## src/rtl/lumi_pkg.sv

```systemverilog
// shared types and register map of the link control block
// every register access is one 32-bit word, no byte sizes or bursts
// group/offset address only, the offset is decoded on word boundaries
package lumi_pkg;

   // ##############################
   // register port
   // ##############################

   // request from the register master
   typedef struct packed {
      logic        write;   // 1 = write, 0 = read
      logic [7:0]  grp;     // group id, must match GRPID
      logic [7:0]  offset;  // register byte offset
      logic [31:0] data;    // write data
   } reg_req_t;

   // response, one per request
   typedef struct packed {
      logic        write;   // echo of the request type
      logic        err;     // foreign group or read miss
      logic [31:0] data;    // read data, zero on writes
   } reg_resp_t;

   // ##############################
   // link state
   // ##############################
   typedef enum logic [1:0] {
      LINK_IDLE   = 2'd0,
      LINK_WAIT   = 2'd1,
      LINK_ACTIVE = 2'd2
   } link_state_e;

   // register outputs used by the rest of the link
   typedef struct packed {
      logic [1:0]  arbmode;          // crossbar arbitration mode
      logic        txen;             // gated by linkactive
      logic        txcrdt_en;        // send credit updates
      logic [7:0]  txiowidth;        // tx pad bus width in bytes
      logic        rxen;             // gated by linkactive
      logic [7:0]  rxiowidth;        // rx pad bus width in bytes
      logic [15:0] txcrdt_intrvl;    // cycles between credit updates, minus one
      logic [15:0] rxcrdt_req_init;  // initial request credits
      logic [15:0] rxcrdt_resp_init; // initial response credits
   } csr_t;

   // ##############################
   // register offsets
   // ##############################
   localparam logic [7:0] LUMI_CTRL       = 8'h00;
   localparam logic [7:0] LUMI_STATUS     = 8'h04;
   localparam logic [7:0] LUMI_TXMODE     = 8'h08;
   localparam logic [7:0] LUMI_RXMODE     = 8'h0C;
   localparam logic [7:0] LUMI_CRDTINIT   = 8'h10;
   localparam logic [7:0] LUMI_CRDTINTRVL = 8'h14;
   localparam logic [7:0] LUMI_CRDTSTAT   = 8'h18;

   // field positions, tx and rx mode share a layout
   localparam int MODE_EN_BIT      = 0;
   localparam int MODE_CRDT_EN_BIT = 4;
   localparam int MODE_IOW_LSB     = 16;
   localparam int MODE_IOW_MSB     = 23;

   localparam int CTRL_ARB_LSB = 4;
   localparam int CTRL_ARB_MSB = 5;

   // status layout, link-lost is clear on write 1
   localparam int STAT_LOST_BIT   = 0;
   localparam int STAT_STATE_LSB  = 1;
   localparam int STAT_STATE_MSB  = 2;
   localparam int STAT_ACTIVE_BIT = 3;

endpackage

```

## src/rtl/lumi_regif.sv

```systemverilog
// register request/response port, one transaction in flight at a time
// response comes two cycles after the request is accepted
// a request to another group gets an error and no register access
module lumi_regif
   import lumi_pkg::*;
   #(parameter logic [7:0] GRPID = 8'h00)
   (input  logic        clk,
    input  logic        nreset,
    // request side
    input  logic        req_valid,
    input  reg_req_t    req,
    output logic        req_ready,
    // response side
    output logic        resp_valid,
    output reg_resp_t   resp,
    input  logic        resp_ready,
    // register file access
    output logic        reg_write,
    output logic        reg_read,
    output logic [7:0]  reg_offset,
    output logic [31:0] reg_wrdata,
    input  logic [31:0] rd_data,
    input  logic        rd_miss);

   // sequencer phases
   localparam logic [1:0] S_IDLE   = 2'd0;
   localparam logic [1:0] S_ACCESS = 2'd1;
   localparam logic [1:0] S_BUILD  = 2'd2;
   localparam logic [1:0] S_RESP   = 2'd3;

   logic [1:0] state;
   logic       accept;
   logic       grp_hit;
   reg_req_t   req_q;
   reg_resp_t  resp_next;
   reg_resp_t  resp_q;

   // ##############################
   // request capture
   // ##############################

   // ready only when idle, so a held response blocks new requests
   assign req_ready = (state == S_IDLE);
   assign accept    = req_valid & req_ready;

   always_ff @(posedge clk) begin
      if (accept) begin
         req_q <= req;
      end
   end

   assign grp_hit = (req_q.grp == GRPID);

   // ##############################
   // sequencer
   // ##############################
   always_ff @(posedge clk or negedge nreset) begin
      if (!nreset) begin
         state <= S_IDLE;
      end else begin
         case (state)
            S_IDLE: begin
               if (accept) begin
                  state <= S_ACCESS;
               end
            end
            // strobe cycle
            S_ACCESS: state <= S_BUILD;
            // read data is registered now
            S_BUILD:  state <= S_RESP;
            S_RESP: begin
               if (resp_ready) begin
                  state <= S_IDLE;
               end
            end
            default: state <= S_IDLE;
         endcase
      end
   end

   // single cycle strobes, only for our group
   assign reg_write  = (state == S_ACCESS) & grp_hit & req_q.write;
   assign reg_read   = (state == S_ACCESS) & grp_hit & ~req_q.write;
   assign reg_offset = req_q.offset;
   assign reg_wrdata = req_q.data;

   // ##############################
   // response build and hold
   // ##############################
   always_comb begin
      resp_next.write = req_q.write;
      // miss only counts on reads, a write to a hole is dropped quietly
      resp_next.err   = ~grp_hit | (~req_q.write & rd_miss);
      resp_next.data  = (grp_hit & ~req_q.write) ? rd_data : 32'h0;
   end

   // stays put while resp_ready is low
   always_ff @(posedge clk) begin
      if (state == S_BUILD) begin
         resp_q <= resp_next;
      end
   end

   assign resp_valid = (state == S_RESP);
   assign resp       = resp_q;

endmodule

```

## src/rtl/lumi_regs.sv

```systemverilog
// control, mode and credit registers of the link
// offsets decoded on word boundaries, bits 1:0 of the offset are ignored
// unknown offsets read zero with a miss, writes to them are dropped
module lumi_regs
   import lumi_pkg::*;
   #(parameter logic [31:0] CRDT_INIT_RST = {16'd42, 16'd42})
   (input  logic        clk,
    input  logic        nreset,
    // access from the register port
    input  logic        reg_write,
    input  logic        reg_read,
    input  logic [7:0]  reg_offset,
    input  logic [31:0] reg_wrdata,
    output logic [31:0] rd_data,
    output logic        rd_miss,
    // link state
    input  logic        linkactive,
    input  link_state_e link_state,
    input  logic        link_lost,
    output logic        clear_lost,
    // credit status from the tx side
    input  logic [31:0] txcrdt_status,
    // timer restart
    output logic        intrvl_wr,
    output csr_t        csr);

   logic [31:0] ctrl_reg;
   logic [31:0] txmode_reg;
   logic [31:0] rxmode_reg;
   logic [31:0] crdt_init_reg;
   logic [15:0] intrvl_reg;

   logic        write_ctrl;
   logic        write_status;
   logic        write_txmode;
   logic        write_rxmode;
   logic        write_crdt_init;
   logic        write_crdt_intrvl;

   logic [31:0] status_word;
   logic [31:0] rd_mux;
   logic        miss_mux;

   // ##############################
   // write decode
   // ##############################
   assign write_ctrl        = reg_write & (reg_offset[7:2] == LUMI_CTRL[7:2]);
   assign write_status      = reg_write & (reg_offset[7:2] == LUMI_STATUS[7:2]);
   assign write_txmode      = reg_write & (reg_offset[7:2] == LUMI_TXMODE[7:2]);
   assign write_rxmode      = reg_write & (reg_offset[7:2] == LUMI_RXMODE[7:2]);
   assign write_crdt_init   = reg_write & (reg_offset[7:2] == LUMI_CRDTINIT[7:2]);
   assign write_crdt_intrvl = reg_write & (reg_offset[7:2] == LUMI_CRDTINTRVL[7:2]);

   // w1c on the lost flag, the rest of status is read only
   assign clear_lost = write_status & reg_wrdata[STAT_LOST_BIT];

   // ##############################
   // registers
   // ##############################
   always_ff @(posedge clk or negedge nreset) begin
      if (!nreset) begin
         ctrl_reg      <= 32'h0;
         // tx/rx stay off until the host has set up the link
         txmode_reg    <= 32'h0;
         rxmode_reg    <= 32'h0;
         crdt_init_reg <= CRDT_INIT_RST;
         intrvl_reg    <= 16'h00FF;
      end else begin
         if (write_ctrl) begin
            ctrl_reg <= reg_wrdata;
         end
         if (write_txmode) begin
            txmode_reg <= reg_wrdata;
         end
         if (write_rxmode) begin
            rxmode_reg <= reg_wrdata;
         end
         if (write_crdt_init) begin
            crdt_init_reg <= reg_wrdata;
         end
         if (write_crdt_intrvl) begin
            intrvl_reg <= reg_wrdata[15:0];
         end
      end
   end

   // delayed one cycle so the timer reloads the new interval
   always_ff @(posedge clk or negedge nreset) begin
      if (!nreset) begin
         intrvl_wr <= 1'b0;
      end else begin
         intrvl_wr <= write_crdt_intrvl;
      end
   end

   // ##############################
   // status and read mux
   // ##############################
   always_comb begin
      status_word                                = 32'h0;
      status_word[STAT_LOST_BIT]                 = link_lost;
      status_word[STAT_STATE_MSB:STAT_STATE_LSB] = link_state;
      status_word[STAT_ACTIVE_BIT]               = linkactive;
   end

   always_comb begin
      miss_mux = 1'b0;
      case (reg_offset[7:2])
         LUMI_CTRL[7:2]:       rd_mux = ctrl_reg;
         LUMI_STATUS[7:2]:     rd_mux = status_word;
         LUMI_TXMODE[7:2]:     rd_mux = txmode_reg;
         LUMI_RXMODE[7:2]:     rd_mux = rxmode_reg;
         LUMI_CRDTINIT[7:2]:   rd_mux = crdt_init_reg;
         LUMI_CRDTINTRVL[7:2]: rd_mux = {16'h0, intrvl_reg};
         LUMI_CRDTSTAT[7:2]:   rd_mux = txcrdt_status;
         default: begin
            rd_mux   = 32'h0;
            miss_mux = 1'b1;
         end
      endcase
   end

   always_ff @(posedge clk) begin
      if (reg_read) begin
         rd_data <= rd_mux;
      end
   end

   always_ff @(posedge clk or negedge nreset) begin
      if (!nreset) begin
         rd_miss <= 1'b0;
      end else if (reg_read) begin
         rd_miss <= miss_mux;
      end
   end

   // ##############################
   // register outputs
   // ##############################
   always_comb begin
      csr.arbmode          = ctrl_reg[CTRL_ARB_MSB:CTRL_ARB_LSB];
      // enables only count while the link is up
      csr.txen             = linkactive & txmode_reg[MODE_EN_BIT];
      csr.txcrdt_en        = txmode_reg[MODE_CRDT_EN_BIT];
      csr.txiowidth        = txmode_reg[MODE_IOW_MSB:MODE_IOW_LSB];
      csr.rxen             = linkactive & rxmode_reg[MODE_EN_BIT];
      csr.rxiowidth        = rxmode_reg[MODE_IOW_MSB:MODE_IOW_LSB];
      csr.txcrdt_intrvl    = intrvl_reg;
      csr.rxcrdt_req_init  = crdt_init_reg[15:0];
      csr.rxcrdt_resp_init = crdt_init_reg[31:16];
   end

endmodule

```

## src/rtl/lumi_link_fsm.sv

```systemverilog
// link bring-up state machine, one transition per clock
// devicemode 1 is host, a device also waits for device_ready
module lumi_link_fsm
   import lumi_pkg::*;
   (input  logic        clk,
    input  logic        nreset,
    input  logic        devicemode,
    input  logic        device_ready,
    input  logic        phy_linkactive,
    // w1c from the status register
    input  logic        clear_lost,
    output link_state_e link_state,
    output logic        linkactive,
    output logic        link_lost);

   link_state_e state;
   link_state_e state_next;
   logic        drop;

   // ##############################
   // next state
   // ##############################
   always_comb begin
      state_next = state;
      case (state)
         LINK_IDLE: begin
            if (phy_linkactive) begin
               state_next = LINK_WAIT;
            end
         end
         LINK_WAIT: begin
            if (!phy_linkactive) begin
               state_next = LINK_IDLE;
            end else if (devicemode | device_ready) begin
               // host goes straight through
               state_next = LINK_ACTIVE;
            end
         end
         LINK_ACTIVE: begin
            if (!phy_linkactive) begin
               state_next = LINK_IDLE;
            end
         end
         default: state_next = LINK_IDLE;
      endcase
   end

   // leaving active, whatever the reason
   assign drop = (state == LINK_ACTIVE) & (state_next != LINK_ACTIVE);

   always_ff @(posedge clk or negedge nreset) begin
      if (!nreset) begin
         state      <= LINK_IDLE;
         linkactive <= 1'b0;
      end else begin
         state      <= state_next;
         // same edge as the state, so it tracks LINK_ACTIVE exactly
         linkactive <= (state_next == LINK_ACTIVE);
      end
   end

   // sticky lost flag, a new drop wins over a clear
   always_ff @(posedge clk or negedge nreset) begin
      if (!nreset) begin
         link_lost <= 1'b0;
      end else if (drop) begin
         link_lost <= 1'b1;
      end else if (clear_lost) begin
         link_lost <= 1'b0;
      end
   end

   assign link_state = state;

endmodule

```

## src/rtl/lumi_crdt_timer.sv

```systemverilog
// credit update pacing, one pulse every intrvl+1 cycles while running
// held at intrvl when stopped or restarted
module lumi_crdt_timer
   (input  logic        clk,
    input  logic        nreset,
    // credit enable and tx enable
    input  logic        run,
    input  logic [15:0] intrvl,
    // interval register was written
    input  logic        restart,
    output logic        crdt_update);

   logic [15:0] cnt;
   logic        expire;

   // ##############################
   // interval counter
   // ##############################
   assign expire = (cnt == 16'h0);

   always_ff @(posedge clk or negedge nreset) begin
      if (!nreset) begin
         cnt <= 16'h0;
      end else if (!run || restart) begin
         cnt <= intrvl;
      end else if (expire) begin
         // reload for the next period
         cnt <= intrvl;
      end else begin
         cnt <= cnt - 16'd1;
      end
   end

   // pulse on the reload edge
   always_ff @(posedge clk or negedge nreset) begin
      if (!nreset) begin
         crdt_update <= 1'b0;
      end else begin
         crdt_update <= run & ~restart & expire;
      end
   end

endmodule

```

## src/rtl/lumi_ctrl.sv

```systemverilog
// top of the link control block, wiring only
// the credit status word comes straight from the tx credit logic
module lumi_ctrl
   import lumi_pkg::*;
   #(parameter logic [7:0]  GRPID         = 8'h00,
     parameter logic [31:0] CRDT_INIT_RST = {16'd42, 16'd42})
   (input  logic        clk,
    input  logic        nreset,
    input  logic        devicemode,
    input  logic        device_ready,
    input  logic        phy_linkactive,
    // register port
    input  logic        req_valid,
    input  reg_req_t    req,
    output logic        req_ready,
    output logic        resp_valid,
    output reg_resp_t   resp,
    input  logic        resp_ready,
    input  logic [31:0] txcrdt_status,
    output logic        host_linkactive,
    output csr_t        csr,
    output logic        crdt_update);

   logic        reg_write;
   logic        reg_read;
   logic [7:0]  reg_offset;
   logic [31:0] reg_wrdata;
   logic [31:0] rd_data;
   logic        rd_miss;
   logic        clear_lost;
   logic        intrvl_wr;
   link_state_e link_state;
   logic        link_lost;

   lumi_regif #(.GRPID(GRPID)) i_lumi_regif (
      .clk, .nreset,
      .req_valid, .req, .req_ready,
      .resp_valid, .resp, .resp_ready,
      .reg_write, .reg_read, .reg_offset, .reg_wrdata,
      .rd_data, .rd_miss);

   lumi_regs #(.CRDT_INIT_RST(CRDT_INIT_RST)) i_lumi_regs (
      .clk, .nreset,
      .reg_write, .reg_read, .reg_offset, .reg_wrdata,
      .rd_data, .rd_miss,
      .linkactive(host_linkactive),
      .link_state, .link_lost, .clear_lost,
      .txcrdt_status, .intrvl_wr, .csr);

   lumi_link_fsm i_lumi_link_fsm (
      .clk, .nreset,
      .devicemode, .device_ready, .phy_linkactive,
      .clear_lost, .link_state,
      .linkactive(host_linkactive),
      .link_lost);

   // runs only with credits on and tx enabled on a live link
   lumi_crdt_timer i_lumi_crdt_timer (
      .clk, .nreset,
      .run(csr.txcrdt_en & csr.txen),
      .intrvl(csr.txcrdt_intrvl),
      .restart(intrvl_wr),
      .crdt_update);

endmodule

```

## config.mk

```make
export PLATFORM = sky130hd
export DESIGN_NAME = lumi_ctrl
export DESIGN_NICKNAME = d
export VERILOG_FILES = /design/src/rtl/lumi_pkg.sv /design/src/rtl/lumi_regif.sv /design/src/rtl/lumi_regs.sv /design/src/rtl/lumi_link_fsm.sv /design/src/rtl/lumi_crdt_timer.sv /design/src/rtl/lumi_ctrl.sv
export SDC_FILE = /design/constraint.sdc
export NUM_CORES = 1
export LEC_CHECK = 0
export ABC_AREA = 1
export BUFFER_PORTS_ARGS = -buffer_cell sky130_fd_sc_hd__buf_2
export CAP_MARGIN = 25
export CELL_PAD_IN_SITES_DETAIL_PLACEMENT = 0
export CELL_PAD_IN_SITES_GLOBAL_PLACEMENT = 1
export CORE_MARGIN = 5
export CORE_UTILIZATION = 40
export DETAILED_ROUTE_END_ITERATION = 16
export GPL_TIMING_DRIVEN = 0
export PLACE_DENSITY_LB_ADDON = 0.1
export SLEW_MARGIN = 20
export SYNTH_ARGS = -nofsm -noshare
export SYNTH_HDL_FRONTEND = slang
export SYNTH_SLANG_ARGS = --single-unit
```

## constraint.sdc

```tcl
create_clock -name clk -period 5 [get_ports clk]
set_input_delay 0.25 -clock clk [delete_from_list [all_inputs] [get_ports clk]]
set_output_delay 0.25 -clock clk [all_outputs]
set_load 0.01 [all_outputs]
```

==> results of run 1 <==
## cells in the mapped netlist
cell type / count / area share, %
a21oi_1: 48 / 1.9
a22oi_1: 16 / 0.93
and2_1: 1 / 0.048
buf_1: 3 / 0.087
buf_2: 20 / 0.77
buf_4: 21 / 1.2
buf_6: 13 / 1.1
clkbuf_1: 5 / 0.15
clkinv_1: 1 / 0.029
dfrtp_1: 155 / 30
dfstp_2: 14 / 2.8
edfxtp_1: 113 / 26
ha_1: 6 / 0.58
inv_1: 353 / 10
inv_2: 3 / 0.087
nand2_1: 305 / 8.9
nand2_2: 2 / 0.097
nand2_4: 1 / 0.087
nand3_1: 34 / 1.3
nand3_2: 1 / 0.077
nand3_4: 5 / 0.68
nand3b_1: 9 / 0.52
nand4_1: 4 / 0.19
nor2_1: 127 / 3.7
nor2_2: 4 / 0.19
nor2_4: 3 / 0.26
nor2_8: 4 / 0.62
nor3_1: 4 / 0.15
nor3_2: 1 / 0.077
o21a_1: 5 / 0.29
o21ai_0: 92 / 3.6
o21ai_1: 68 / 2.6
o22ai_1: 1 / 0.048
xnor2_1: 3 / 0.20
xor2_1: 2 / 0.14
## tightest hold or removal path, stage by stage
cell and delay (ns):
buf_2 0.10, nand2_1 0.06, o21ai_0 0.07
## timing repair
item,4_1_cts,5_1_grt
buffers inserted,0,0
hold buffers,48,0
endpoints found under the hold margin,89,0
## power by group
group          total, W  switching [W]  internal (W)
combinational  0.000536       0.000354      0.000183
clock           0.00235       0.000935       0.00141
sequential      0.00271      0.0000963       0.00261
## worst max-delay path by stage
stage | start | to | slack, ns | cells past startpoint
floorplan | i_lumi_regif.req_q[47] | i_lumi_regs.rd_data[0] | 2.21 | 5
global placement | i_lumi_regif.req_q[47] | i_lumi_regs.rd_data[12] | 0.49 | 5
detailed placement | i_lumi_regif.req_q[47] | i_lumi_regs.rd_data[14] | 2.63 | 6
CTS | i_lumi_regif.req_q[43] | i_lumi_regs.rd_data[16] | 2.62 | 6
global route | i_lumi_regif.req_q[47] | i_lumi_regs.rd_data[16] | 2.52 | 6
finish | i_lumi_regif.req_q[47] | i_lumi_regs.rd_data[16] | 2.63 | 6
## layer usage
metal  part of all wire, %  global-route usage [%]  vias up
met1                    47                    32.5     4795
li1                      -                       -     4985
met2                    46                    35.6      300
met5                     0                       0        -
met3                   5.2                    2.94       52
met4                   1.9                    4.95        0
## layout make-up
class                      instances  area (um2)
buffer                            62         434
tap                              402         503
inverter                         357        1340
multi-input combinational        746        3510
clock inverter                     3        42.5
clock buffer                      58        1000
fill                            3095       15700
sequential                       282        7640
timing repair buffer             245        1570
## kinds of logic (layout without fill, tap and decap cells)
group	count (synthesis)	after routing	share of synthesized area, %
AND/OR/NAND/NOR	505	505	16.9
buffers and inverters	419	725	13.7
flip-flops	282	282	59.1
AO/OA/AOI/OAI	230	230	9.33
adder cells (fa/ha/maj)	6	6	0.581
XOR/XNOR	5	5	0.339
## metrics by stage
| stage | total power, W | utilization (%) | instance area (um2) | instances | hold WS, ns |
|---|---|---|---|---|---|
| after floorplan | 0.00295 | - | 12900 | 1447 | -0.0456 |
| after global placement | 0.00323 | 45.3 | 14400 | 2041 | 0.426 |
| after detailed placement | 0.00326 | 45.8 | 14500 | 2046 | 0.178 |
| after CTS | 0.00566 | 50.6 | 16100 | 2155 | 0.0256 |
| after global routing | 0.00582 | 50.6 | 16100 | 2155 | 0.0395 |
| final | 0.00559 | 50.6 | 16100 | 2155 | 0.0406 |
==> flow_metrics.tcl, run 1 <==
set metrics [dict create \
    initial_core_util_pct 40.7 \
    cp_slowest_cell "nor2_4" \
    post_cts_resized 0 \
    cp_top_family "simple AND/OR/NAND/NOR gates" \
    final_cell_mix "inv_1, nand2_1, buf_2" \
    wl_per_cell_um 18.5 \
    setup_tns_ns 0 \
    grt_pass1_wl_um 60700 \
    fin_crit_ns 2.37 \
    slew_headroom_pct 36.9 \
    postRouteAntennaNets 0 \
    hp-start "phy_linkactive" \
    ys_ff_latch 282 \
    hp-class "primary input to flop" \
    final_common_cell "inv_1" \
    clk_path_buf_depth 3 \
    max_stage_delay_ns 0.57 \
    die_h_um 190 \
    n_antenna_cell 0 \
    drv_cap 0 \
    synthesis.area_um2 12900 \
    p_per_area_nw_per_um2 348 \
    fin_crit_sh_pct 47.4 \
    synth_nets 1541 \
    timing.rr.start "i_lumi_regif.req_q[47]" \
    drive_gt1_share_pct 19.0 \
    start_kind "flop" \
    clock_latency_ns 0.51 \
    io_buffer_count 192 \
    setup-violations-final 0 \
    r2r_cells 6 \
    yosys_warnings 0 \
    row_count 65 \
    coreArea_um2 31700 \
    arrival_ns 2.57 \
    hpwlAfterDp_um 27300 \
    layout_setup_ws_ns 2.63 \
    wl_um 39800 \
    clockRootBuffer "clkbuf_16" \
    cts_tree "yes" \
    place.gp.congestion 0.807 \
    first_global_vias 10100 \
    fin_nets 1822 \
    clk_pin_slew_worst_paths_ns 0.05 \
    viasPerCell 4.70 \
    crit_fanout 20 \
    overflow 0 \
    cts_sinks 282 \
    largest_reg_flops 34 \
    yosysUniqueCellTypes 35 \
    rsz0062_at_grt "false" \
    dp_slack_ns 2.63 \
    p_leak_nw 9.51 \
    syn-mean-instance-area_um2 8.93 \
    first_iter_violations 677 \
    grt_max_degree 66 \
    required_ns 5.20 \
    syn_to_final_growth_pct 24.3 \
    seq_area_frac_synth_pct 59.1 \
    hold_path_depth 3 \
    crit_top_cell "nand2_1" \
    max-vdd-ir-drop_mv 0.245 \
    path_cells "nor2_1, nand2_1, nor2_8, nand2_1, nor2_4, buf_12" \
    antenna_found_initial 0 \
    drv_slew 0 \
    worstReg2RegEnd "i_lumi_regs.rd_data[16]" \
    grt_usage_pct 22.2 \
    worst_slew_pin_slew_ns 0.947 \
    cp-end-kind "flop" \
    whs_endpoint "i_lumi_link_fsm.linkactive" \
    clock_skew_ns 0.0285 \
    reg2reg_slack_ns 2.63 \
    fp.dieW_um 190 \
    critPathKind "flop to flop" \
    max_freq_ghz 0.422 \
    cts_buffers 34 \
    first_pass_iters 5 \
    path_buf_inv 1 \
    htree_levels 2 \
    die_area_um2 36000 \
    num_vias 10100 \
    drc_errors 0 \
    synthCells 1447 \
    finalHoldViolCount 0 \
    outcome "completed" \
    pin_count 195 \
]
Note: power is estimated with default switching activity, not from simulation.
==> inputs of run 2 (changes only) <==
Clock period 5 ns to 2.3 ns, I/O delays scaled along.
==> run 2 against run 1 <==
Compared with the run above:
- cell area up 1.7%
- clock power increased by 110%
- non-clock buffer count grew 29
- sequential share of layout area shrank 0.81 points
- largest cell class unchanged
==> flow_metrics.tcl, run 2 (same netlist as run 1, synthesis figures left out) <==
set metrics [dict create \
    pin_count 195 \
    max_freq_ghz 0.467 \
    worstReg2RegEnd "i_lumi_regs.rd_data[1]" \
    cts_buffers 34 \
    first_iter_violations 732 \
    n_antenna_cell 0 \
    num_vias 10100 \
    cp_slowest_cell "edfxtp_1" \
    grt_usage_pct 22.2 \
    required_ns 2.63 \
    drv_slew 0 \
    fin_crit_sh_pct 93.2 \
    outcome "completed" \
    slew_headroom_pct 43.3 \
    htree_levels 2 \
    clock_skew_ns 0.0312 \
    die_area_um2 36000 \
    hp-start "req_valid" \
    wl_um 39800 \
    reg2reg_slack_ns 0.16 \
    overflow 0 \
    die_h_um 190 \
    finalHoldViolCount 0 \
    hold_path_depth 4 \
    r2r_cells 8 \
    cp-end-kind "flop" \
    dpl_cell_area_um2 14500 \
    viasPerCell 4.62 \
    place.gp.congestion 0.822 \
    worst_slew_pin_slew_ns 0.849 \
    first_pass_iters 6 \
    max_stage_delay_ns 0.49 \
    postRouteAntennaNets 0 \
    fin_util_pct 51.5 \
    grt_pass1_wl_um 60900 \
    max-vdd-ir-drop_mv 0.590 \
    hpwlAfterDp_um 26900 \
    first_global_vias 10100 \
    fin_nets 1851 \
    largest_reg_flops 34 \
    coreArea_um2 31700 \
    rsz0062_at_grt "false" \
    clk_pin_slew_worst_paths_ns 0.06 \
    start_kind "flop" \
    p_leak_nw 9.65 \
    holdWs_ns 0.0123 \
    final_common_cell "inv_1" \
    hp-class "primary input to flop" \
    clockRootBuffer "clkbuf_16" \
    crit_fanout 10 \
    setup-violations-final 0 \
    critPathKind "flop to flop" \
    syn_to_final_growth_pct 26.4 \
    timing.rr.start "i_lumi_regif.reg_offset[6]" \
    arrival_ns 2.47 \
    fillers 3099 \
    cts_sinks 282 \
    clock_latency_ns 0.51 \
    row_count 65 \
    final_area_um2 16300 \
    antenna_found_initial 1 \
    dp_slack_ns -0.0346 \
    final_cell_mix "inv_1, nand2_1, buf_2" \
    layout_setup_ws_ns 0.157 \
    drc_errors 0 \
    initial_core_util_pct 40.7 \
    clk_path_buf_depth 3 \
    fin_crit_ns 2.14 \
    drv_cap 0 \
    p_per_area_nw_per_um2 738 \
    cts_tree "yes" \
    crit_top_cell "nand2_1" \
    grt_max_degree 90 \
    wl_per_cell_um 18.2 \
    fp.dieW_um 190 \
    io_buffer_count 192 \
    drive_gt1_share_pct 19.1 \
    whs_endpoint "i_lumi_regif.state[1]" \
    path_cells "nor2_4, nand3_4, nor2_2, buf_2, nand2_1, nand2_1, inv_1, nand3_1" \
]
-- run 2: repair_timing --
action	in CTS	in global routing
hold endpoints to repair	148	0
setup endpoints to repair	19	18
setup buffers	1	0
pin swaps	1	0
hold buffers	78	0
resized for setup	0	5
-- run 2: cell type report --
cell class	count	area, um2	share of cell area [%]
Sequential cell	282	7640	46.8
Tap cell	402	503	3.08
Buffer	61	434	2.66
Multi-Input combinational cell	746	3510	21.5
Timing Repair Buffer	275	1880	11.5
Clock buffer	50	962	5.89
Clock inverter	11	53.8	0.329
Inverter	357	1340	8.22
-- run 2: worst max path at each step --
stage | from | endpoint | depth (start not counted)
2_1_floorplan | i_lumi_regif.req_q[47] | i_lumi_regs.rd_data[0] | 5
3_3_place_gp | nreset | i_lumi_regs.crdt_init_reg[20] | 1
3_5_place_dp | i_lumi_regif.req_q[45] | i_lumi_regs.rd_data[16] | 6
4_1_cts | i_lumi_regif.reg_offset[6] | i_lumi_regs.rd_data[1] | 8
5_1_grt | i_lumi_regif.state[1] | i_lumi_regs.txmode_reg[25] | 8
6_report | i_lumi_regif.reg_offset[6] | i_lumi_regs.rd_data[1] | 8
-- run 2: per-stage QoR --
stage	std cells	setup TNS, ns	total power (W)
floorplan	1447	0	0.00642
global placement	2041	-382.65	0.00702
detailed placement	2045	-0.576	0.00710
CTS	2185	0	0.0122
global route	2184	0	0.0126
finish	2184	0	0.0121
-- run 2: critical path: cells and delay by family, from the launching register on --
family	cells	cell delay, ns
buffers and inverters	2	0.44
and+or+nand+nor	6	1.02
DFF	1	0.49
-- run 2: metal layers --
metal	part of all wire, %	track usage, %	up-vias	wire, um
met5	0.033	0	-	13
met4	1.7	4.54	2	682
met3	4.9	3.10	49	1950
met2	46	35.9	277	18200
met1	47	32.3	4720	18900
li1	-	-	5038	-
-- run 2: where the power goes --
group | switching, W | total, W | internal (W)
clock network | 0.00206 | 0.00496 | 0.00290
logic | 0.000770 | 0.00121 | 0.000441
registers | 0.000213 | 0.00589 | 0.00567
total | 0.00304 | 0.0121 | 0.00901
==> inputs of run 3 (changes only) <==
Settings changed: CTS_BUF_LIST set to sky130_fd_sc_hd__clkbuf_8.
==> run 3 against run 2 <==
Compared with the run above:
- worst hold slack improved by 0.12 ns
- power is 5.8% lower
- clock power is 15% lower
- count of clock-buffer cells in the layout increased by 5
- die area did not move
- critical endpoint is now i_lumi_regs.rd_data[22]
==> flow_metrics.tcl, run 3 (same netlist as run 1, synthesis figures left out) <==
set metrics [dict create \
    outcome "completed" \
    finalHoldViolCount 0 \
    fin_nets 1876 \
    cts_sinks 282 \
    cp_slowest_cell "edfxtp_1" \
    n_antenna_cell 0 \
    setup-violations-final 0 \
    io_buffer_count 192 \
    p_sw_share_pct 26.8 \
    htree_levels 2 \
    place.gp.congestion 0.822 \
    clk_pin_slew_worst_paths_ns 0.06 \
    crit_fanout 10 \
    path_cells "nor2_4, nand3_4, nor2_2, buf_2, a21oi_1, nand3_1" \
    p_clk_share_pct 37.2 \
    overflow 0 \
    final_cell_mix "inv_1, nand2_1, buf_2" \
    clk_path_buf_depth 3 \
    fin_crit_ns 2.15 \
    final_common_cell "inv_1" \
    clock_skew_ns 0.0160 \
    cp-end-kind "flop" \
    cp_top_family "simple AND/OR/NAND/NOR gates" \
    fillers 3119 \
    first_iter_violations 739 \
    row_count 65 \
    critPathKind "flop to flop" \
    fin_crit_sh_pct 93.6 \
    path_buf_inv 1 \
    switching_power_w 0.00304 \
    start_kind "flop" \
    max_freq_ghz 0.465 \
    worst_slew_pin_slew_ns 0.849 \
    fin_util_pct 51.4 \
    p_seq_share_pct 51.9 \
    hpwlAfterDp_um 26900 \
    slew_headroom_pct 43.3 \
    syn_to_final_growth_pct 26.3 \
    multi_input_area_um2 3510 \
    p_per_area_nw_per_um2 696 \
    arrival_ns 2.55 \
    grt_pass1_wl_um 61500 \
    max-vdd-ir-drop_mv 0.515 \
    largest_reg_flops 34 \
    postRouteAntennaNets 0 \
    cts_buffers 50 \
    required_ns 2.70 \
    p_leak_nw 9.75 \
    antenna_found_initial 1 \
    wl_per_cell_um 18.0 \
    comb_power_share_pct 10.9 \
    pin_count 195 \
    wl_um 40100 \
    die_area_um2 36000 \
    clockRootBuffer "clkbuf_8" \
    clock_latency_ns 0.57 \
    grt_usage_pct 22.4 \
    r2r_cells 6 \
    cp.depth 6 \
    hp-class "primary input to asynchronous set/reset pin" \
    die_h_um 190 \
    first_pass_iters 5 \
    setup_tns_ns 0 \
    drv_slew 0 \
    drive_gt1_share_pct 19.4 \
    num_vias 10300 \
    p_int_w 0.00832 \
    initial_core_util_pct 40.7 \
    drv_cap 0 \
    drc_errors 0 \
    cts_tree "yes" \
    seq_area_um2 7640 \
    viasPerCell 4.62 \
    fp.dieW_um 190 \
    first_global_vias 10200 \
    max_stage_delay_ns 0.50 \
    grt_max_degree 90 \
    power_w 0.0114 \
    coreArea_um2 31700 \
    rsz0062_at_grt "false" \
]
-- run 3: changes by cell type in the layout (fill, tap and decap cells not counted) --
cell and change:
clkbuf_16 -35, clkinv_1 +4, clkbuf_8 +52, inv_6 -1
clkbuf_1 -12, clkinvlp_4 +1, inv_1 +26, clkinv_2 -3
dlygate4sd3_1 +9
-- run 3: what timing repair did --
action | in CTS | in global routing
hold buffers | 87 | 0
resized for setup | 0 | 5
hold endpoints to repair | 167 | 0
endpoints found under the setup margin | 19 | 17
pin swaps | 1 | 0
setup buffers | 1 | 0
-- run 3: path summary, 6_finish.rpt --
kind	startpoint	endpoint	slack, ns
max	i_lumi_regif.reg_offset[6]	i_lumi_regs.rd_data[22]	0.15
min	nreset	i_lumi_crdt_timer.crdt_update	0.13
max in group asynchronous	nreset	i_lumi_regs.crdt_init_reg[17]	1.22
min reg2reg	i_lumi_crdt_timer.cnt[0]	i_lumi_crdt_timer.cnt[0]	0.51
min in group clk	req[5]	i_lumi_regif.reg_wrdata[5]	0.25
max reg2reg	i_lumi_regif.reg_offset[6]	i_lumi_regs.rd_data[22]	0.15
-- run 3: area by class of cell --
| class | instances | area share, % |
|---|---|---|
| Tap cell | 402 | 3.08 |
| Buffer | 61 | 2.66 |
| Inverter | 357 | 8.23 |
| Timing Repair Buffer | 284 | 12.1 |
| Clock inverter | 38 | 0.920 |
| Sequential cell | 282 | 46.8 |
| Multi-Input combinational cell | 746 | 21.5 |
| Clock buffer | 55 | 4.64 |
-- run 3: stage by stage --
stage	instances	setup WS (ns)	hold slack, ns	cell area [um2]
4_1_cts	2226	0.0284	0.147	16300
2_1_floorplan	1447	0.0469	-0.181	12900
3_3_place_gp	2041	-2.00	0.291	14400
3_5_place_dp	2045	-0.0346	0.166	14500
6_report	2225	0.147	0.127	16300
5_1_grt	2225	0.0430	0.174	16300
-- run 3: layer usage --
metal | part of all wire (%) | track usage, % | vias up
li1 | - | - | 5098
met2 | 46 | 36.2 | 289
met3 | 5.2 | 3.25 | 65
met5 | 0.030 | 0 | -
met1 | 47 | 32.0 | 4820
met4 | 2.1 | 5.73 | 2
-- run 3: power groups by stage --
stage	sequential (W)	clock (W)	combinational [W]
3_5_place_dp	0.00598	0	0.00113
5_1_grt	0.00592	0.00459	0.00135
3_3_place_gp	0.00600	0	0.00101
4_1_cts	0.00589	0.00436	0.00126
6_report	0.00589	0.00423	0.00124
2_1_floorplan	0.00600	0	0.000415
